`src/hw/cnn_pkg.sv`:
```
package cnn_pkg;

	// Half-precision value as it sits in the feature-map RAM
	// sign [15], exponent [14:10], mantissa [9:0]
	typedef logic [15:0] fp16_t;

	// Layer command codes driven by the host
	// Codes not listed here leave the controller idle
	typedef enum logic [3:0] {
		LAYER_INIT   = 4'd0,
		LAYER_POOL   = 4'd2,
		LAYER_FINISH = 4'd9
	} layer_type_e;

	// Feature-map side length, sides up to 16
	localparam int FM_SIZE_W = 5;

	// Pool window size field, window of 2 or 3
	localparam int WIN_W = 2;

	// Layer number, compared against the stored one to detect a new layer
	localparam int LAYER_NUM_W = 4;

	// Channel lanes carried by one RAM word
	localparam int DEF_PARA_C = 4;

	// Address width of one RAM half
	// 256 words hold a full 16x16 map
	localparam int DEF_HALF_ADDR_W = 8;

endpackage

```
`src/hw/max_pool_lane.sv`:
```
`timescale 1ns/1ps

module max_pool_lane import cnn_pkg::*; (
	input  logic               clk,
	input  logic               rst,
	input  logic               start_i,
	input  fp16_t              data_i,
	input  logic               valid_i,
	input  logic [2*WIN_W-1:0] data_num_i,
	output logic               result_ready_o,
	output fp16_t              result_o
);

	logic [2*WIN_W-1:0] count;
	logic               take;

	// Sign-magnitude to unsigned order
	// negatives are inverted so that larger magnitude ranks lower
	// positives get the sign bit set so they rank above every negative
	function automatic logic [15:0] order_key(input fp16_t v);
		return v[15] ? ~v : {1'b1, v[14:0]};
	endfunction

	// First word of a window always loads
	// Later ones only on a strictly larger key, ties keep the earlier value
	assign take = valid_i &&
		(count == '0 || order_key(data_i) > order_key(result_o));

	// Window counter and ready flag
	always_ff @(posedge clk or negedge rst) begin
		if (!rst) begin
			count          <= '0;
			result_ready_o <= 1'b0;
		end else if (start_i) begin
			count          <= '0;
			result_ready_o <= 1'b0;
		end else if (valid_i) begin
			count <= count + 1'b1;
			// Ready is visible the cycle after the last word
			if (count + 1'b1 == data_num_i) begin
				result_ready_o <= 1'b1;
			end
		end
	end

	// Running maximum
	always_ff @(posedge clk) begin
		if (take && !start_i) begin
			result_o <= data_i;
		end
	end

endmodule

```
`config.mk`:
```
export PLATFORM = sky130hd
export DESIGN_NAME = max_pool_lane
export DESIGN_NICKNAME = d
export VERILOG_FILES = /design/src/hw/cnn_pkg.sv /design/src/hw/max_pool_lane.sv
export SDC_FILE = /design/constraint.sdc
export NUM_CORES = 1
export LEC_CHECK = 0
export CORE_MARGIN = 3
export CORE_UTILIZATION = 50
export DETAILED_ROUTE_END_ITERATION = 8
export DONT_BUFFER_PORTS = 1
export GPL_TIMING_DRIVEN = 0
export PLACE_DENSITY = 0.68
export REMOVE_ABC_BUFFERS = 1
export SLEW_MARGIN = 20
export SYNTH_ARGS = -nofsm -noshare
export SYNTH_HDL_FRONTEND = slang
export SYNTH_SLANG_ARGS = --single-unit
```
`constraint.sdc`:
```
create_clock -name clk -period 5.1 [get_ports clk]
set_input_delay 0.765 -clock clk [delete_from_list [all_inputs] [get_ports clk]]
set_output_delay 0.765 -clock clk [all_outputs]
set_load 0.05 [all_outputs]
```
==> results.cfg <==
[power_and_ir_drop]
p_sw_w = 0.0001274
p_leak_nw = 0.5843
ir_drop_uv = 167.8
p_clk_share_pct = 20.1
power_frac_comb_pct = 22.3
power.internal_w = 0.0002695
switching_share_pct = 32.10
pwr_density_cell_mw_per_mm2 = 262.6
seq_power_share_pct = 57.6

[placement]
dpl.hpwl_mm = 1.869
io_buffers = 0
place_ws_ns = 2.104
dpl_cell_area_mm2 = 0.001484
place.gp.congestion = 0.7765

[clock_tree]
numCtsBuffers = 3
cts_hold_buf = 0
postCtsSetupRepairBufs = 0
ctsResizeCount = 0
htreeDepth = 1
clkLatencyLatePin_ns = 0.30
clock_sinks = 21
clkTransAtPathRegs_ns = 0.12
clk_root_buffer_cell = clkbuf_4
clockBufferDepth = 2
cts_tree = yes

[yosys]
syn_inst = 123
async_reset_ff_share_pct = 23.81
synth_edf_count = 16
synthDistinctLibCells = 23
synthFlopType = edfxtp_1
synth_area_mm2 = 0.001424
synth_seq_area_share_pct = 42.53
synth_seq_cells = 21
avgSynthCellArea_um2 = 11.58
yosysWarnings = 0

[global_route]
overflow = 0
antenna_found_initial = 0
grtUsageTotal_pct = 14.85
grt_pass1_wl_mm = 3.988
first_global_vias = 950
grt_max_degree = 18

[cells_and_area]
area_delta_synth_final_pct = 6.151
finish.instance_area_mm2 = 0.001511
final_cell_mix = 21 x xnor2_1, 18 x xor2_1, 18 x ha_1
n_fill_cell = 204
n_antenna_cell = 0
drive_gt1_share_pct = 6.400
finalNetCount = 168
layout_commonest_cell = xnor2_1

[worst_setup_path]
crit_arrival_ns = 3.03
cp_max_fo = 12
worst_setup_path_start_kind = flop
worstSetupPathType = flop to flop
cp.required_ns = 5.12
crit_path_end_kind = flop

[routing]
viasPerCell = 5.561
vias = 862
finalWirelength_mm = 2.344
drc_errors = 0
firstDrtPassIters = 4
wl_per_cell_um = 15.12
final_antenna_net_count = 0
drtIter0Drc = 16

[worst_hold_path]
hp-class = primary input to async pin

[sta]
worst_pin_slew_ns = 0.6903
setup_viol = 0
fmax_ghz = 0.3332
worst_slack_ns = 2.099
slew_headroom_pct = 53.98
finalClockSkew_ns = 0.0008644
fin_crit_sh_pct = 58.84
period_minus_slack_ns = 3.001
drv_slew = 0
finalHoldViolCount = 0
fin_tns_setup_ns = 0
rsz0062_at_grt = false

[die]
die_area_mm2 = 0.003524
die_w_um = 59.37
chipHeight_um = 59.37
io_pins = 41
rows = 18
initial_utilization_pct = 54.98
coreArea_mm2 = 0.002590

[run_status]
status = finished clean

[job]
drv_cap = 0
[final timing paths]
check	from	endpoint	slack, ns	depth (start not counted)
hold / removal	rst	count[1]	0.14	0
setup / recovery	result_o[15]	result_o[0]	2.10	8
min in group clk	start_i	count[0]	0.51	1
setup reg to reg	result_o[15]	result_o[0]	2.10	8
max in group asynchronous	rst	count[3]	4.90	0
hold reg to reg	count[3]	count[3]	0.61	2
[kinds of logic (layout without fill, tap and decap cells)]
family                   after synthesis  count (layout)  synth area share, %
adder cells (fa/ha/maj)               18              18                15.82
multiplexers                           1               1               0.7030
AND/OR/NAND/NOR                       21              21                8.084
buffers and inverters                  8              10                2.460
flip-flops                            21              21                42.53
XOR/XNOR                              39              39                23.99
AO/OA/AOI/OAI                         15              15                6.416
[routing by layer]
layer  vias to the layer above  track usage, %  share of wire, %
met4                         0           5.825              0.64
li1                        441               -                 -
met5                         -               0                 0
met1                       389           18.37                43
met3                         2           5.447                10
met2                        30           23.40                46
[sequential cells by signal (all words and copies together), names as in the netlist]
| register | count |
|---|---|
| result_ready_o | 1 |
| result_o | 16 |
| count | 4 |
[layout make-up]
class / count / area (um2) / share of cell area [%]
clock buffers: 3 / 22.52 / 1.490
clock inverters: 1 / 5.005 / 0.3311
inverters: 4 / 15.01 / 0.9934
multi-input cells: 94 / 787.0 / 52.07
flip-flops and latches: 21 / 605.6 / 40.07
well taps: 30 / 37.54 / 2.483
repair buffers: 2 / 38.79 / 2.566
[synthesized netlist by cell type, drive strengths merged, types with 2 or more instances]
master   number  area, um2
a21oi         8      40.04
xor2         18      157.7
ha           18      225.2
buf           4      20.02
nand4         6      43.79
nand2         3      11.26
nor2          5      18.77
xnor2        21      183.9
nand3         3      15.01
inv           4      15.01
dfrtp         5      125.1
a2111oi       2      17.52
nor2b         2      12.51
edfxtp       16      480.5
[power by group through the flow]
stage	registers, W	logic [W]	clock network [W]
after global routing	0.000231	0.000103	0.0000894
after detailed placement	0.000233	0.0000883	0
after global placement	0.000235	0.0000802	0
after CTS	0.000229	0.0000899	0.0000831
after floorplan	0.000233	0.0000683	0
final	0.000229	0.0000885	0.0000797
[critical path: stages (launching register included)]
cell and delay [ns]:
edfxtp_1 0.81, buf_16 0.23, xnor2_1 0.09, ha_1 0.31
nand4_1 0.15, a2111oi_0 0.39, a2111oi_0 0.16, a21oi_2 0.35
buf_6 0.22
[through the flow]
stage / std cells / hold slack [ns] / utilization (%) / power [W]
6_report: 155 / 0.1403 / 58.36 / 0.0003969
5_1_grt: 155 / 0.1185 / 58.36 / 0.0004228
4_1_cts: 155 / 0.1320 / 58.36 / 0.0004020
3_5_place_dp: 151 / 0.4695 / 57.29 / 0.0003211
3_3_place_gp: 149 / 0.4695 / 55.65 / 0.0003151
2_1_floorplan: 119 / 0.4694 / - / 0.0003008
(Power assumes the default switching activity.)
