File: src/hw/cnn_pkg.sv
package cnn_pkg;

	// Half-precision value as it sits in the feature-map RAM
	// sign [15], exponent [14:10], mantissa [9:0]
	typedef logic [15:0] fp16_t;

	// Layer command codes driven by the host
	// Codes not listed here leave the controller idle
	typedef enum logic [3:0] {
		LAYER_INIT   = 4'd0,
		LAYER_POOL   = 4'd2,
		LAYER_FINISH = 4'd9
	} layer_type_e;

	// Feature-map side length, sides up to 16
	localparam int FM_SIZE_W = 5;

	// Pool window size field, window of 2 or 3
	localparam int WIN_W = 2;

	// Layer number, compared against the stored one to detect a new layer
	localparam int LAYER_NUM_W = 4;

	// Channel lanes carried by one RAM word
	localparam int DEF_PARA_C = 4;

	// Address width of one RAM half
	// 256 words hold a full 16x16 map
	localparam int DEF_HALF_ADDR_W = 8;

endpackage

File: src/hw/pool_layer_ctrl.sv
`timescale 1ns/1ps

module pool_layer_ctrl import cnn_pkg::*; #(
	parameter int PARA_C      = DEF_PARA_C,
	parameter int HALF_ADDR_W = DEF_HALF_ADDR_W
) (
	input  logic                   clk,
	input  logic                   rst,
	input  layer_type_e            layer_type_i,
	input  logic [LAYER_NUM_W-1:0] layer_num_i,
	input  logic [FM_SIZE_W-1:0]   fm_size_i,
	input  logic [WIN_W-1:0]       pool_win_size_i,
	input  logic                   init_done_i,
	input  logic                   lane_ready_i,
	output logic                   init_fm_ram_ready_o,
	output logic                   layer_ready_o,
	output logic                   swap_o,
	output logic                   pool_rd_en_o,
	output logic [HALF_ADDR_W-1:0] pool_rd_addr_o,
	output logic                   pool_wr_en_o,
	output logic [HALF_ADDR_W-1:0] pool_wr_addr_o,
	output logic                   win_start_o,
	output logic [2*WIN_W-1:0]     win_len_o
);

	// Each word needs a channel, and a half must fit the largest map
	if (PARA_C < 1 || HALF_ADDR_W < 2 * (FM_SIZE_W - 1)) begin : g_bad_cfg
		$error("pool_layer_ctrl: PARA_C or HALF_ADDR_W out of range");
	end

	typedef enum logic [1:0] {
		S_IDLE,
		S_START,
		S_READ,
		S_WAIT
	} state_e;

	state_e                 state;
	logic [LAYER_NUM_W-1:0] cur_layer_num;
	logic                   swap;

	// Top left corner of the current window in the source map
	logic [FM_SIZE_W-1:0]   row_base;
	logic [FM_SIZE_W-1:0]   col_base;
	// Offset inside the window
	logic [WIN_W-1:0]       kx;
	logic [WIN_W-1:0]       ky;
	// Output pixels come out row-major, so the write address just counts
	logic [HALF_ADDR_W-1:0] wr_addr;

	logic [FM_SIZE_W-1:0]   src_row;
	logic [FM_SIZE_W-1:0]   src_col;
	logic                   last_k;
	logic                   last_col;
	logic                   last_row;

	assign src_row = row_base + kx;
	assign src_col = col_base + ky;
	assign last_k  = (kx == pool_win_size_i - 1'b1) && (ky == pool_win_size_i - 1'b1);

	// No room for another window to the right or below
	assign last_col = int'(col_base) + 2 * int'(pool_win_size_i) > int'(fm_size_i);
	assign last_row = int'(row_base) + 2 * int'(pool_win_size_i) > int'(fm_size_i);

	assign swap_o         = swap;
	assign win_start_o    = (state == S_START);
	assign pool_rd_en_o   = (state == S_READ);
	assign pool_rd_addr_o = HALF_ADDR_W'(src_row * fm_size_i + src_col);
	// Write as soon as lane 0 has its maximum, all lanes run in lockstep
	assign pool_wr_en_o   = (state == S_WAIT) && lane_ready_i;
	assign pool_wr_addr_o = wr_addr;
	assign win_len_o      = {{WIN_W{1'b0}}, pool_win_size_i} * {{WIN_W{1'b0}}, pool_win_size_i};

	always_ff @(posedge clk or negedge rst) begin
		if (!rst) begin
			state               <= S_IDLE;
			cur_layer_num       <= '0;
			init_fm_ram_ready_o <= 1'b0;
			layer_ready_o       <= 1'b0;
			swap                <= 1'b0;
			row_base            <= '0;
			col_base            <= '0;
			kx                  <= '0;
			ky                  <= '0;
			wr_addr             <= '0;
		end else if (layer_type_i == LAYER_FINISH) begin
			// Back to the post-reset state, ready for a fresh init
			state               <= S_IDLE;
			cur_layer_num       <= '0;
			init_fm_ram_ready_o <= 1'b0;
			layer_ready_o       <= 1'b0;
			swap                <= 1'b0;
		end else if (layer_type_i == LAYER_INIT) begin
			if (!layer_ready_o) begin
				if (init_done_i) begin
					init_fm_ram_ready_o <= 1'b1;
				end
				// Ready for layers one edge after the RAM is ready
				if (init_fm_ram_ready_o) begin
					layer_ready_o <= 1'b1;
				end
			end
		end else if (layer_type_i == LAYER_POOL && init_fm_ram_ready_o) begin
			case (state)
				S_IDLE: begin
					// New layer number starts a layer
					if (layer_num_i != cur_layer_num) begin
						cur_layer_num <= layer_num_i;
						layer_ready_o <= 1'b0;
						row_base      <= '0;
						col_base      <= '0;
						wr_addr       <= '0;
						state         <= S_START;
					end
				end
				S_START: begin
					// Lanes clear on this edge
					kx    <= '0;
					ky    <= '0;
					state <= S_READ;
				end
				S_READ: begin
					// Walk the window row by row, win^2 reads in a row
					if (ky == pool_win_size_i - 1'b1) begin
						ky <= '0;
						kx <= kx + 1'b1;
					end else begin
						ky <= ky + 1'b1;
					end
					if (last_k) begin
						state <= S_WAIT;
					end
				end
				S_WAIT: begin
					if (lane_ready_i) begin
						wr_addr <= wr_addr + 1'b1;
						if (!last_col) begin
							col_base <= col_base + pool_win_size_i;
							state    <= S_START;
						end else if (!last_row) begin
							col_base <= '0;
							row_base <= row_base + pool_win_size_i;
							state    <= S_START;
						end else begin
							// Layer done, result half becomes the source
							swap          <= ~swap;
							layer_ready_o <= 1'b1;
							state         <= S_IDLE;
						end
					end
				end
				default: begin
					state <= S_IDLE;
				end
			endcase
		end
	end

endmodule

File: config.mk
export PLATFORM = sky130hd
export DESIGN_NAME = pool_layer_ctrl
export DESIGN_NICKNAME = d
export VERILOG_FILES = /design/src/hw/cnn_pkg.sv /design/src/hw/pool_layer_ctrl.sv
export SDC_FILE = /design/constraint.sdc
export NUM_CORES = 1
export LEC_CHECK = 0
export BUFFER_PORTS_ARGS = -buffer_cell sky130_fd_sc_hd__buf_4
export CAP_MARGIN = 20
export CORE_MARGIN = 4
export CORE_UTILIZATION = 40
export CTS_BUF_LIST = sky130_fd_sc_hd__clkbuf_16
export DETAILED_ROUTE_END_ITERATION = 10
export PLACE_DENSITY = 0.7
export SKIP_CTS_REPAIR_TIMING = 1
export SLEW_MARGIN = 0
export SYNTH_ARGS = -nofsm -noshare
export SYNTH_HDL_FRONTEND = slang
export SYNTH_SLANG_ARGS = --single-unit
export TNS_END_PERCENT = 20
File: constraint.sdc
create_clock -name clk -period 4.8 [get_ports clk]
set_input_delay 0.24 -clock clk [delete_from_list [all_inputs] [get_ports clk]]
set_output_delay 0.24 -clock clk [all_outputs]
set_load 0.1 [all_outputs]
==> run_results.csv <==
group,metric,value,unit
layout,layout_common_cells,"buf_4, ha_1, inv_1",
timing,fin_skew,0.00673,ns
critical_path,r2r_slack,1.71,ns
critical_path,crit_family,"adder cells",
routing,vias,2786,
min_path,hold_path_class,"in -> reg",
clocking,cts-root-buf,"clkbuf_16",
timing,min_period,4.74,ns
clocking,cts_sinks,31,
floorplan,die_y,99.5,um
global_route,track_usage,16.2,%
min_path,min_delay_worst_endpoint,"init_fm_ram_ready_o",
global_route,grt_start_max_net_pins,32,
timing,tightest_slew,0.752,ns
logic_synthesis,synth_top_area_share,23.1,%
critical_path,r2r-end,"layer_ready_o",
routing,viasPerCell,5.34,
global_route,grt_pass1_wl,13.1,mm
clocking,cts_tree,"done",
routing,drc,0,
critical_path,required,4.56,ns
routing,final_antenna_net_count,0,
logic_synthesis,synth-seq-cells,31,
layout,drive_gt1_share,19.7,%
critical_path,reg2reg_depth,10,
routing,drt_iter0_drc,77,
clocking,clock_latency,0.28,ns
logic_synthesis,synthesis.area,3350,um2
critical_path,critPathBufInv,3,
min_path,hold-path-cell-count,2,
critical_path,path_cells,"ha_2 -> inv_2 -> fa_2 -> nand3b_1 -> xnor2_1 -> nand2_1 -> fa_1 -> fa_1 -> fa_1 -> inv_2 -> ha_4 -> a211oi_2 -> nor2_2 -> o21ai_1 -> nand2b_1 -> xnor3_1 -> buf_12",
floorplan,num_rows,33,
timing,fmax,0.211,GHz
logic_synthesis,ys_types,51,
place,place.gp.congestion,0.834,
layout,nFillCells,779,
logic_synthesis,synth_cells,365,
layout,multi_input_area,2460,um2
floorplan,io-pin-count,45,
routing,wl_per_cell,14.7,um
logic_synthesis,syn_avg_cell_area,9.18,um2
floorplan,initial_core_util,41.0,%
critical_path,arrival,4.50,ns
timing,tns,0,ns
logic_synthesis,synthesis.nets,446,
clocking,clk_pin_slew,0.05,ns
timing,slew_headroom,49.5,%
place,port_buffers,43,
layout,area_delta_synth_final,22.4,%
outcome,status,"completed",
layout,antenna_cells,0,
critical_path,slowest_delay,0.57,ns
critical_path,critPathKind,"reg -> out",
job,drv_cap,0,
global_route,antenna_found_initial,0,
global_route,gr-total-overflow,0,
global_route,first_global_vias,2859,
critical_path,cpMostUsedCell,"fa_1",
routing,drt-total-wl,7.68,mm
logic_synthesis,synthTopCellsByArea,"dfrtp_1, ha_1, fa_1",
critical_path,cp-end-kind,"output pin",
layout,seq_area,777,um2
routing,dr.pass1.iters,4,
clocking,numCtsBuffers,5,
floorplan,core,8180,um2
logic_synthesis,ys.flop_type,"dfrtp_1",
critical_path,critPathSlowestCell,"fa_1",
critical_path,timing.rr.start,"col_base[1]",
logic_synthesis,yosys.area.top_type,"dfrtp_1",
timing,fin_crit_sh,98.7,%
clocking,clockBufferDepth,2,
layout,final_common_cell,"buf_4",
place,dp_hpwl,6.09,mm
timing,final_max_slew_viol_count,0,
logic_synthesis,synth_edf_count,0,
critical_path,cp_max_fo,4,
min_path,holdCritStartpoint,"layer_type_i[0]",
timing,setup_violations,0,
layout,nets,498,
logic_synthesis,yosysSeqAreaShare,23.1,%
timing,rsz0062_at_grt,"true",
floorplan,die_width,99.5,um
critical_path,startpoint_type,"flip-flop",
logic_synthesis,synth-warning-count,0,
clocking,ctsHtreeMaxLevel,2,
floorplan,die-area,9910,um2
logic_synthesis,synthArstFlopShare,100,%
timing,hold_viol_final,0,
[cell families after synthesis]
kind of cell / synth area share, %
AND/OR/NAND/NOR: 19.2
AO/OA/AOI/OAI: 14.8
adder cells (fa/ha/maj): 27.4
buffers and inverters: 5.67
flip-flops: 23.1
XOR/XNOR: 6.94
multiplexers: 2.69
other: 0.112
[metrics by stage]
step	std cells	instance area, um2	hold WS, ns	util (%)	setup slack [ns]
after global routing	522	4100	0.190	50.2	-0.183
final	522	4100	0.184	50.2	0.0627
after global placement	510	3810	0.201	46.6	0.125
after floorplan	365	3360	-0.0556	-	-0.395
after CTS	517	3970	-0.0941	48.6	-0.301
after detailed placement	510	3810	0.205	46.6	0.00705
[Yosys cell counts (all sizes together), types with 2 or more instances]
| library cell | instances |
|---|---|
| and3 | 5 |
| nand2b | 9 |
| a211oi | 7 |
| a21oi | 9 |
| xnor2 | 18 |
| clkbuf | 3 |
| xor2 | 6 |
| and2 | 13 |
| nor3 | 6 |
| nand3 | 8 |
| a22o | 2 |
| nand3b | 2 |
| mux2i | 9 |
| a21o | 12 |
| nor4 | 5 |
| o21a | 4 |
| nand2 | 33 |
| nor2 | 20 |
| fa | 19 |
| nor2b | 4 |
| or4 | 3 |
| dfrtp | 31 |
| inv | 40 |
| ha | 43 |
| a211o | 2 |
| buf | 5 |
| o31ai | 5 |
| or3 | 4 |
| o21ai | 18 |
| a221o | 2 |
| a31oi | 3 |
| nand4 | 4 |
[layer usage]
| layer | vias to the layer above | wire (um) | GRT usage, % |
|---|---|---|---|
| met5 | - | 0 | 0 |
| met4 | 0 | 138 | 4.83 |
| met3 | 14 | 301 | 2.95 |
| met2 | 58 | 3820 | 27.9 |
| met1 | 1348 | 3420 | 20.7 |
| li1 | 1366 | - | - |
[sequential cells by signal (all words and copies together), names as in the netlist]
signal               cells
pool_wr_addr_o           8
col_base                 5
row_base                 5
cur_layer_num            4
kx                       2
ky                       2
state                    2
init_fm_ram_ready_o      1
layer_ready_o            1
swap_o                   1
[worst max-delay path by stage]
stage                            from                 to  slack [ns]  cells after the start
final                     row_base[0]  pool_rd_addr_o[7]        0.06                     17
after global routing      row_base[0]  pool_rd_addr_o[7]       -0.18                     17
after CTS                 row_base[1]  pool_rd_addr_o[7]       -0.30                     17
after detailed placement  row_base[1]  pool_rd_addr_o[7]       0.007                     17
after global placement    row_base[1]  pool_rd_addr_o[7]        0.13                     17
after floorplan                 kx[0]  pool_rd_addr_o[4]       -0.40                     12
[cell type report]
| class | count | area share, % |
|---|---|---|
| multi-input cells | 286 | 60.1 |
| flip-flops and latches | 31 | 18.9 |
| repair buffers | 53 | 10.2 |
| inverters | 40 | 3.66 |
| well taps | 105 | 3.20 |
| clock buffers | 5 | 3.05 |
| clock inverters | 2 | 0.823 |
[worst register-to-register path: stages (launching register included)]
cell and delay (ns):
dfrtp_1 0.37, buf_4 0.16, ha_1 0.22, fa_1 0.41, xor2_1 0.16, ha_1 0.31, nand3_1 0.11, a211oi_2 0.31
o21ai_1 0.23, or4_1 0.56, o311ai_0 0.12
Power is not shown: default switching activity piles up to over one toggle a cycle in this logic, so the estimate is an artifact.
